==> src/hdl/copper_pkg.sv <==
// copper shared definitions
package copper_pkg;

    // beam coordinate, register address and data widths
    localparam int POS_W  = 10;
    localparam int REG_W  = 8;
    localparam int DATA_W = 16;

    // opcodes, 2'd2 is reserved and runs as END
    localparam logic [1:0] OP_WAIT = 2'd0;
    localparam logic [1:0] OP_MOVE = 2'd1;
    localparam logic [1:0] OP_END  = 2'd3;

    // control and status register, everything below it is program memory
    localparam logic [11:0] CTRL_ADDR = 12'h400;

    typedef struct packed {
        logic [POS_W-1:0] v_pos;
        logic [POS_W-1:0] h_pos;
        logic [9:0]       unused;
        logic [1:0]       op;
    } cop_wait_t;

    typedef struct packed {
        logic [DATA_W-1:0] data;
        logic [REG_W-1:0]  reg_addr;
        logic [5:0]        unused;
        logic [1:0]        op;
    } cop_move_t;

    // one instruction word, seen either as a WAIT or as a MOVE
    typedef union packed {
        cop_wait_t wt;
        cop_move_t mv;
    } cop_instr_t;

endpackage
==> src/hdl/copper_exec.sv <==
// copper execute stage
`timescale 1ns/1ns

module copper_exec (
    input  logic                             clk,
    input  logic                             reset_i,
    input  logic                             cop_enable_i,
    input  logic                             frame_start_i,
    input  logic                             d_valid_i,
    input  logic [1:0]                       d_op_i,
    input  logic [2*copper_pkg::POS_W-1:0]   d_target_i,
    input  logic [copper_pkg::REG_W-1:0]     d_reg_addr_i,
    input  logic [copper_pkg::DATA_W-1:0]    d_data_i,
    input  logic [copper_pkg::POS_W-1:0]     beam_h_i,
    input  logic [copper_pkg::POS_W-1:0]     beam_v_i,
    output logic                             stall_o,
    output logic                             cop_halted_o,
    output logic                             reg_wr_o,
    output logic [copper_pkg::REG_W-1:0]     reg_addr_o,
    output logic [copper_pkg::DATA_W-1:0]    reg_data_o
);

    localparam int PW = copper_pkg::POS_W;

    logic          flush;
    logic          is_wait;
    logic          is_move;
    logic          is_end;
    logic          wait_met;
    logic          halted_q;
    logic [PW-1:0] tgt_v;
    logic [PW-1:0] tgt_h;

    assign flush   = frame_start_i || !cop_enable_i;
    assign is_wait = d_valid_i && (d_op_i == copper_pkg::OP_WAIT);
    assign is_move = d_valid_i && (d_op_i == copper_pkg::OP_MOVE);
    assign is_end  = d_valid_i && (d_op_i == copper_pkg::OP_END);

    assign tgt_v = d_target_i[2*PW-1:PW];
    assign tgt_h = d_target_i[PW-1:0];

    // line first, then position within the line
    assign wait_met = (beam_v_i > tgt_v) || ((beam_v_i == tgt_v) && (beam_h_i >= tgt_h));

    assign stall_o      = halted_q || is_end || (is_wait && !wait_met);
    assign cop_halted_o = halted_q || !cop_enable_i;

    always_ff @(posedge clk) begin
        if (reset_i || flush) begin
            halted_q <= 1'b0;
            reg_wr_o <= 1'b0;
        end else begin
            if (is_end) begin
                halted_q <= 1'b1;
            end
            reg_wr_o <= is_move && !halted_q;
        end
    end

    // register write payload, qualified by reg_wr_o
    always_ff @(posedge clk) begin
        if (is_move) begin
            reg_addr_o <= d_reg_addr_i;
            reg_data_o <= d_data_i;
        end
    end

endmodule

==> config.mk <==
export PLATFORM = sky130hd
export DESIGN_NAME = copper_exec
export DESIGN_NICKNAME = d
export VERILOG_FILES = /design/src/hdl/copper_pkg.sv /design/src/hdl/copper_exec.sv
export SDC_FILE = /design/constraint.sdc
export NUM_CORES = 1
export LEC_CHECK = 0
export ABC_AREA = 1
export ABC_CLOCK_PERIOD_IN_PS = 2920
export BUFFER_PORTS_ARGS = -buffer_cell sky130_fd_sc_hd__buf_2
export CORE_MARGIN = 5
export CORE_UTILIZATION = 30
export CTS_BUF_LIST = sky130_fd_sc_hd__clkbuf_4 sky130_fd_sc_hd__clkbuf_8 sky130_fd_sc_hd__clkbuf_16
export DETAILED_ROUTE_END_ITERATION = 16
export MAX_ROUTING_LAYER = met4
export SYNTH_ARGS = -nofsm -noshare
export SYNTH_HDL_FRONTEND = slang
export SYNTH_SLANG_ARGS = --single-unit
==> constraint.sdc <==
create_clock -name clk -period 2.92 [get_ports clk]
set_clock_uncertainty 0.1 [all_clocks]
set_input_delay 0.292 -clock clk [delete_from_list [all_inputs] [get_ports clk]]
set_output_delay 0.292 -clock clk [all_outputs]
set_load 0.005 [all_outputs]
==> flow_metrics.py, run 1 <==
metrics = {
    "pwr": {
        "irDropWorstVdd_v": 0.000142,
        "p_per_area_mw_per_mm2": 384,
        "p_leak_nw": 1.11,
    },
    "timing": {
        "tns_ns": 0,
        "final-hold-violation-count": 0,
        "finalCriticalPeriod_ns": 1.75,
        "drv_slew": 0,
        "grt_setup_unrepaired": "false",
        "tightest_slew_ns": 0.296,
        "setup_viol": 0,
        "max_freq_mhz": 571,
        "relSlewSlack_pct": 80.3,
        "min_period_over_period_pct": 60.0,
    },
    "final_layout": {
        "synthToLayoutAreaGrowth_pct": 43.5,
        "drive_above_1_share_pct": 44.8,
        "num-nets-final": 331,
        "post-route-util_pct": 45.2,
        "n_antenna_cell": 0,
    },
    "die": {
        "start_util_pct": 31.5,
        "die_height_um": 78.3,
        "ios": 98,
        "die_w_um": 78.3,
        "rows": 24,
        "coreArea_mm2": 0.00444,
        "die_area_mm2": 0.00614,
    },
    "place": {
        "place.port_buffers": 97,
        "gp_congestion": 0.698,
        "dp_hpwl_mm": 2.73,
    },
    "logic_synthesis": {
        "synth_most_common_cell": "inv_1",
        "synth_common_cells": "inv_1 (35), nand2_1 (33), edfxtp_1 (24), ha_1 (20), nand3_1 (6)",
        "synth_seq_cells": 26,
        "syn_area_per_cell_um2": 10.2,
        "netlist.top_cell.by_area": "edfxtp_1",
        "yosysWarnings": 0,
        "synthFlopType": "edfxtp_1",
        "syn_inst": 137,
        "synthesis.area_mm2": 0.00140,
        "synth_top_area_share_pct": 51.4,
        "synth_nets": 228,
        "synth-async-reset-ratio_pct": 0,
        "ys_seq_area_share_pct": 54.3,
        "yosys-top-cells-area": "edfxtp_1 (51%), ha_1 (18%), inv_1 (9.4%)",
        "synth_cell_types": 16,
        "synth-edff-count": 24,
    },
    "routing": {
        "routed_wl_mm": 3.01,
        "drc": 0,
        "drt-initial-drc-count": 39,
        "drtPass1Iterations": 4,
        "vias": 1208,
        "wire_per_inst_um": 10.3,
        "drt.antenna.violating_nets": 0,
        "vias_per_cell": 4.15,
    },
    "outcome": {
        "status": "complete, no violations",
    },
    "global_routing": {
        "grt_pass1_vias": 1107,
        "grt_usage_pct": 9.28,
        "grt_pass1_wl_mm": 4.56,
        "grt_max_degree": 25,
        "grt-ovfl-total": 0,
        "antenna_found_initial": 0,
    },
    "setup_path": {
        "cp-end-kind": "output port",
        "worstPathArrival_ns": 1.36,
        "critPathRequiredTime_ns": 2.53,
        "slowest_stage": "ha_1",
        "max_stage_delay_ns": 0.30,
        "worstPathMaxFanout": 2,
        "cp-start-kind": "input port",
        "crit_type": "in -> out",
        "cp_cell_sequence": "buf_2, inv_1, ha_1, nand2_2, inv_1, a21oi_1, nand3_1, nand2_1, nand3_1, nand2_1, buf_2",
    },
    "worst_hold_path": {
        "hold_path.class": "in -> reg",
    },
    "flow_run": {
        "maxCapViolations": 0,
    },
    "clock_network": {
        "postCtsHoldBufs": 0,
        "post-cts-setup-buffers": 0,
        "cts_buffer_depth": 2,
        "cts_buffers": 3,
        "insertion_delay_ns": 0.25,
        "ctsHtreeMaxLevel": 1,
        "cts_tree": "built",
        "path_clk_slew_ns": 0.08,
        "cts.sinks": 26,
        "cts_root_buf": "clkbuf_8",
        "cts_resized": 0,
    },
}
[path summary, 6_finish.rpt]
path,start,slack [ns],cells past startpoint,to
hold / removal,d_data_i[3],0.11,1,reg_data_o[3]$_DFFE_PP_
hold reg to reg,halted_q$_SDFFE_PP0P_,0.34,1,reg_wr_o$_SDFF_PP0_
setup reg to reg,halted_q$_SDFFE_PP0P_,2.16,4,halted_q$_SDFFE_PP0P_
setup / recovery,d_target_i[19],1.17,11,stall_o
[cell usage in the layout, fill, tap and decap left out]
| cell type | Yosys | routed |
|---|---|---|
| nor2_2 | 1 | 2 |
| a21oi_1 | 4 | 4 |
| nand2_1 | 33 | 33 |
| nor3b_1 | 1 | 1 |
| nor2_4 | 1 | 1 |
| inv_1 | 35 | 35 |
| buf_2 | 0 | 97 |
| clkbuf_4 | 0 | 1 |
| edfxtp_1 | 24 | 24 |
| dfxtp_1 | 2 | 2 |
| nand4_1 | 1 | 1 |
| nor2_1 | 5 | 4 |
| nand2_2 | 1 | 1 |
| buf_4 | 0 | 1 |
| or3b_1 | 1 | 1 |
| nand3_1 | 6 | 6 |
| ha_1 | 20 | 20 |
| a21o_1 | 1 | 1 |
| nor4_2 | 1 | 1 |
| clkbuf_8 | 0 | 3 |
[critical path, delay by kind of cell]
family                     cells  cell delay (ns)
and+or+nand+nor                5             0.39
adders and majority gates      1             0.30
buffers and inverters          4             0.25
AOI/OAI and AO/OA              1             0.13
[per-stage QoR]
step	cells	hold WS, ns	worst slack (ns)	total power, mW	instance area [um2]
after floorplan	137	0.266	1.03	0.503	1400
after global placement	287	0.336	1.16	0.578	1960
after CTS	291	0.0975	1.15	0.784	2010
final	291	0.107	1.17	0.771	2010
after detailed placement	287	0.330	1.16	0.581	1960
after global routing	291	0.0875	0.986	0.822	2010
[metal layers]
metal | wire length [um] | share of wire [%] | up-vias | track usage (%)
li1 | - | - | 641 | -
met1 | 1320 | 44 | 498 | 11.4
met2 | 1360 | 45 | 69 | 16.0
met3 | 331 | 11 | 0 | 2.29
met4 | 0 | 0 | 0 | 1.05
met5 | 0 | 0 | - | -
[flip-flops by register name, summed over array words and instances (netlist names)]
register / cells
halted_q: 1
reg_addr_o: 8
reg_data_o: 16
reg_wr_o: 1
[power breakdown]
group | switching [mW] | internal [mW] | total, mW
Clock | 0.0960 | 0.106 | 0.202
Sequential | 0.00333 | 0.424 | 0.428
Combinational | 0.0670 | 0.0743 | 0.141
Total | 0.166 | 0.605 | 0.771
[final cells by class]
| type | instances | area [um2] |
|---|---|---|
| clock buffer | 4 | 48.8 |
| fill | 439 | 2430 |
| inverter | 35 | 131 |
| multi-input combinational | 76 | 512 |
| sequential | 26 | 761 |
| tap | 52 | 65.1 |
| timing repair buffer | 98 | 493 |
[kinds of logic (layout without fill, tap and decap cells)]
family | after synthesis | in the layout | synth area share (%)
AO/OA/AOI/OAI | 5 | 5 | 1.96
adder cells (fa/ha/maj) | 20 | 20 | 17.9
buffers and inverters | 35 | 137 | 9.38
flip-flops | 26 | 26 | 54.3
AND/OR/NAND/NOR | 51 | 51 | 16.5
(Power assumes the default switching activity.)
==> inputs of run 2 (changes only) <==
- ABC_CLOCK_PERIOD_IN_PS: 2920 -> 1700
- clock period: 2.92 -> 1.7 ns (I/O delays scaled with it)
==> run 2 against run 1 <==
Effect of this change: die area stayed put; sequential share of layout area down 4.3 points; global-route usage is 1.0 points higher; critical path type unchanged; largest cell class unchanged; highest routed layer unchanged.
==> flow_metrics.py, run 2 (synthesis results as in run 1) <==
metrics = {
    "timing": {
        "tightest_slew_ns": 0.289,
        "max_freq_mhz": 668,
        "finalCriticalPeriod_ns": 1.50,
        "relSlewSlack_pct": 80.7,
        "min_period_over_period_pct": 88.1,
        "setup_viol": 0,
        "final-hold-violation-count": 0,
        "drv_slew": 0,
        "tns_ns": 0,
        "grt_setup_unrepaired": "false",
        "holdWs_ns": 0.0340,
    },
    "pwr": {
        "p_leak_nw": 1.21,
        "irDropWorstVdd_v": 0.000225,
        "clkPwrFrac_pct": 24.9,
        "p_switching_uw": 291,
        "power_frac_seq_pct": 53.7,
        "p_per_area_mw_per_mm2": 604,
        "p_int_mw": 1.08,
        "swShare_pct": 21.3,
        "power_frac_comb_pct": 21.4,
    },
    "final_layout": {
        "max_flop_register": "reg_data_o",
        "layout_common_cells": "buf_2 (97), inv_1 (35), nand2_1 (33)",
        "synthToLayoutAreaGrowth_pct": 61.8,
        "drive_above_1_share_pct": 41.4,
        "final_common_cell": "buf_2",
        "largest_register_ffs": 16,
        "top_regs": "reg_data_o x16, reg_addr_o x8",
        "stdcell_count": 315,
        "n_antenna_cell": 0,
        "num-nets-final": 355,
    },
    "die": {
        "start_util_pct": 31.5,
        "die_area_mm2": 0.00614,
        "die_height_um": 78.3,
        "coreArea_mm2": 0.00444,
        "rows": 24,
        "die_w_um": 78.3,
        "ios": 98,
    },
    "setup_path": {
        "worstPathMaxFanout": 2,
        "cp-end-kind": "output port",
        "cp_cell_sequence": "buf_2, inv_1, ha_1, nand2_1, nor2_2, nand4_1, inv_1, nand2_1, nand3_1, nand2_1, buf_2",
        "cp-startpoint": "d_target_i[15]",
        "r2r_start": "halted_q$_SDFFE_PP0P_",
        "worstPathArrival_ns": 1.23,
        "critPathRequiredTime_ns": 1.43,
        "crit_type": "in -> out",
        "max_stage_delay_ns": 0.28,
        "slowest_stage": "ha_1",
        "path_common_cell": "nand2_1",
        "cp-start-kind": "input port",
        "r2r_slack_ns": 0.95,
    },
    "worst_hold_path": {
        "hp-start": "d_op_i[1]",
        "hold_path.class": "in -> reg",
    },
    "routing": {
        "drc": 0,
        "drtPass1Iterations": 3,
        "drt.antenna.violating_nets": 0,
        "vias_per_cell": 4.05,
        "vias": 1276,
        "drt-initial-drc-count": 19,
        "routed_wl_mm": 3.26,
        "wire_per_inst_um": 10.4,
    },
    "clock_network": {
        "ctsHtreeMaxLevel": 1,
        "cts.sinks": 26,
        "path_clk_slew_ns": 0.07,
        "cts_buffers": 3,
        "post-cts-setup-buffers": 0,
        "cts_root_buf": "clkbuf_8",
        "cts_buffer_depth": 2,
        "insertion_delay_ns": 0.25,
        "cts_tree": "built",
    },
    "global_routing": {
        "grt_max_degree": 25,
        "antenna_found_initial": 0,
        "grt-ovfl-total": 0,
        "grt_pass1_wl_mm": 5.13,
        "grt_pass1_vias": 1244,
        "grt_usage_pct": 10.3,
    },
    "place": {
        "dp_cells": 287,
        "dp_hpwl_mm": 2.62,
        "gp_congestion": 0.725,
        "place.port_buffers": 97,
    },
    "outcome": {
        "status": "complete, no violations",
    },
    "flow_run": {
        "maxCapViolations": 0,
    },
}
## run 2: cell type report
| class | instances | area [um2] |
|---|---|---|
| flip-flops and latches | 26 | 761 |
| clock buffers | 4 | 48.8 |
| fillers | 403 | 2180 |
| inverters | 35 | 131 |
| multi-input cells | 76 | 528 |
| repair buffers | 122 | 733 |
| well taps | 52 | 65.1 |
## run 2: worst paths after layout
path         cells past startpoint                    end
max reg2reg                      4  halted_q$_SDFFE_PP0P_
max                             11                stall_o
min                              2    reg_wr_o$_SDFF_PP0_
min reg2reg                      1    reg_wr_o$_SDFF_PP0_
## run 2: per-layer routing
layer / global-route usage, % / routed length, um
met2: 18.7 / 1500
met5: - / 0
met3: 1.95 / 343
met1: 12.1 / 1420
met4: 1.57 / 0
## run 2: critical path, delay by kind of cell
family                     cells  cell delay (ns)
and+or+nand+nor                6             0.48
adders and majority gates      1             0.28
buffers and inverters          4             0.30
## run 2: what timing repair did
action	CTS	global route
hold buffers	24	0
resized for setup	0	2
endpoints found under the hold margin	24	0
setup endpoints to repair	0	1
## run 2: power by group through the flow
| stage | Clock [mW] | Sequential [mW] | Combinational, mW |
|---|---|---|---|
| final | 0.341 | 0.735 | 0.293 |
| after global routing | 0.382 | 0.738 | 0.336 |
| after detailed placement | 0 | 0.750 | 0.246 |
| after CTS | 0.364 | 0.735 | 0.291 |
| after global placement | 0 | 0.749 | 0.246 |
| after floorplan | 0 | 0.755 | 0.110 |
## run 2: stage by stage
step                      setup WS (ns)  utilization, %  area, um2  total power [mW]
after detailed placement          0.173            44.1       1960             0.996
after CTS                         0.164            50.6       2250              1.39
final                             0.202            51.0       2270              1.37
after global routing            0.00883            51.0       2270              1.46
after floorplan                   0.318               -       1400             0.865
after global placement            0.182            44.1       1960             0.995
==> inputs of run 3 (changes only) <==
- ABC_CLOCK_PERIOD_IN_PS: 1700 -> 1900
- GPL_ROUTABILITY_DRIVEN: default -> 0
- clock period: 1.7 -> 1.9 ns (I/O delays scaled with it)
==> run 3 against run 2 <==
Effect of this change: die area unchanged; cell count shrank 3.5%; sequential share of layout area up 2.0 points; flip-flop and latch count unchanged.
==> flow_metrics.py, run 3 (synthesis results as in run 1) <==
metrics = {
    "global_routing": {
        "grt_pass1_wl_mm": 4.83,
        "use_met2_pct": 16.6,
        "grt-ovfl-total": 0,
        "grt_pass1_vias": 1165,
        "grt_max_degree": 25,
        "grt_usage_pct": 9.76,
        "use_met1_pct": 11.8,
        "top_usage_layer": "met2",
        "antenna_found_initial": 0,
        "grt_use_met3_pct": 3.09,
    },
    "pwr": {
        "p_leak_nw": 1.17,
        "irDropWorstVdd_v": 0.000218,
        "power_frac_seq_pct": 54.4,
        "finalPower_mw": 1.21,
        "clkPwrFrac_pct": 25.8,
        "p_switching_uw": 261,
        "p_per_area_mw_per_mm2": 564,
        "p_int_uw": 947,
        "power_frac_comb_pct": 19.7,
        "swShare_pct": 21.6,
    },
    "final_layout": {
        "post-route-util_pct": 48.2,
        "top_regs": "reg_data_o x16, reg_addr_o x8",
        "num-nets-final": 344,
        "layout_common_cells": "buf_2 (97), inv_1 (35), nand2_1 (33)",
        "synthToLayoutAreaGrowth_pct": 52.8,
        "design_area_mm2": 0.00214,
        "n_antenna_cell": 0,
        "drive_above_1_share_pct": 42.5,
        "max_flop_register": "reg_data_o",
        "largest_register_ffs": 16,
        "final_common_cell": "buf_2",
    },
    "routing": {
        "routed_wl_mm": 3.18,
        "wire_per_inst_um": 10.5,
        "drt-initial-drc-count": 40,
        "vias": 1244,
        "drtPass1Iterations": 2,
        "drc": 0,
        "vias_per_cell": 4.09,
        "drt.antenna.violating_nets": 0,
    },
    "clock_network": {
        "cts_buffer_depth": 2,
        "cts_tree": "built",
        "cts.sinks": 26,
        "cts_root_buf": "clkbuf_8",
        "cts_buffers": 3,
        "ctsHtreeMaxLevel": 1,
        "insertion_delay_ns": 0.26,
        "path_clk_slew_ns": 0.08,
    },
    "outcome": {
        "status": "complete, no violations",
    },
    "timing": {
        "min_period_over_period_pct": 81.4,
        "finalCriticalPeriod_ns": 1.55,
        "grt_setup_unrepaired": "false",
        "final-hold-violation-count": 0,
        "relSlewSlack_pct": 80.9,
        "drv_slew": 0,
        "tns_ns": 0,
        "setup_viol": 0,
        "max_freq_mhz": 646,
        "tightest_slew_ns": 0.286,
    },
    "setup_path": {
        "cp-end-kind": "output port",
        "r2r_slack_ns": 1.13,
        "worstPathMaxFanout": 2,
        "critPathRequiredTime_ns": 1.61,
        "cp-start-kind": "input port",
        "worstPathArrival_ns": 1.26,
        "crit_type": "in -> out",
    },
    "place": {
        "dp_hpwl_mm": 2.78,
        "place.port_buffers": 97,
        "dpl_cell_area_mm2": 0.00196,
    },
    "worst_hold_path": {
        "hold_path.class": "in -> reg",
    },
    "die": {
        "die_height_um": 78.3,
        "start_util_pct": 31.5,
        "die_w_um": 78.3,
        "ios": 98,
        "coreArea_mm2": 0.00444,
        "rows": 24,
        "die_area_mm2": 0.00614,
    },
    "flow_run": {
        "maxCapViolations": 0,
    },
}
-- run 3: cell count changes in the layout (fill, tap and decap cells not counted), sizes merged --
cell,before,now
dlygate4sd3,24,13
-- run 3: layer usage --
metal  wire length [um]  vias to the layer above
met1               1380                      510
li1                   -                      667
met4                  0                        0
met3                332                        0
met2               1470                       67
met5                  0                        -
-- run 3: path summary, 6_finish.rpt --
| check | start | end | cells after the start |
|---|---|---|---|
| setup reg to reg | halted_q$_SDFFE_PP0P_ | halted_q$_SDFFE_PP0P_ | 4 |
| setup / recovery | d_target_i[19] | stall_o | 11 |
| hold reg to reg | halted_q$_SDFFE_PP0P_ | reg_wr_o$_SDFF_PP0_ | 1 |
| hold / removal | d_data_i[2] | reg_data_o[2]$_DFFE_PP_ | 1 |
-- run 3: critical path, cell delays in order --
cell and delay [ns]:
buf_2 0.07, inv_1 0.03, ha_1 0.30, nand2_2 0.11, inv_1 0.04, a21oi_1 0.14, nand3_1 0.09, nand2_1 0.06
nand3_1 0.07, nand2_1 0.06, buf_2 0.11
-- run 3: layout make-up --
type	instances	area (um2)
Sequential cell	26	761
Tap cell	52	65.1
Inverter	35	131
Timing Repair Buffer	111	623
Clock buffer	4	48.8
Multi-Input combinational cell	76	512
Fill cell	430	2300
-- run 3: stage by stage --
| stage | instances | setup slack (ns) | hold WS [ns] |
|---|---|---|---|
| 6_report | 304 | 0.353 | 0.00791 |
| 5_1_grt | 304 | 0.191 | 0.00156 |
| 4_1_cts | 300 | 0.329 | 0.000403 |
| 3_5_place_dp | 287 | 0.332 | 0.268 |
| 3_3_place_gp | 287 | 0.348 | 0.266 |
| 2_1_floorplan | 137 | 0.109 | 0.164 |
-- run 3: what timing repair did --
| item | in CTS | in global routing |
|---|---|---|
| hold buffers | 9 | 4 |
| buffers inserted | 0 | 0 |
| endpoints found under the hold margin | 9 | 4 |
| gates resized for setup | 0 | 0 |
-- run 3: power by group through the flow --
| stage | sequential, mW | combinational [mW] | clock (mW) |
|---|---|---|---|
| 6_report | 0.658 | 0.238 | 0.312 |
| 3_3_place_gp | 0.670 | 0.218 | 0 |
| 2_1_floorplan | 0.676 | 0.0977 | 0 |
| 4_1_cts | 0.658 | 0.237 | 0.327 |
| 5_1_grt | 0.660 | 0.275 | 0.347 |
| 3_5_place_dp | 0.671 | 0.222 | 0 |
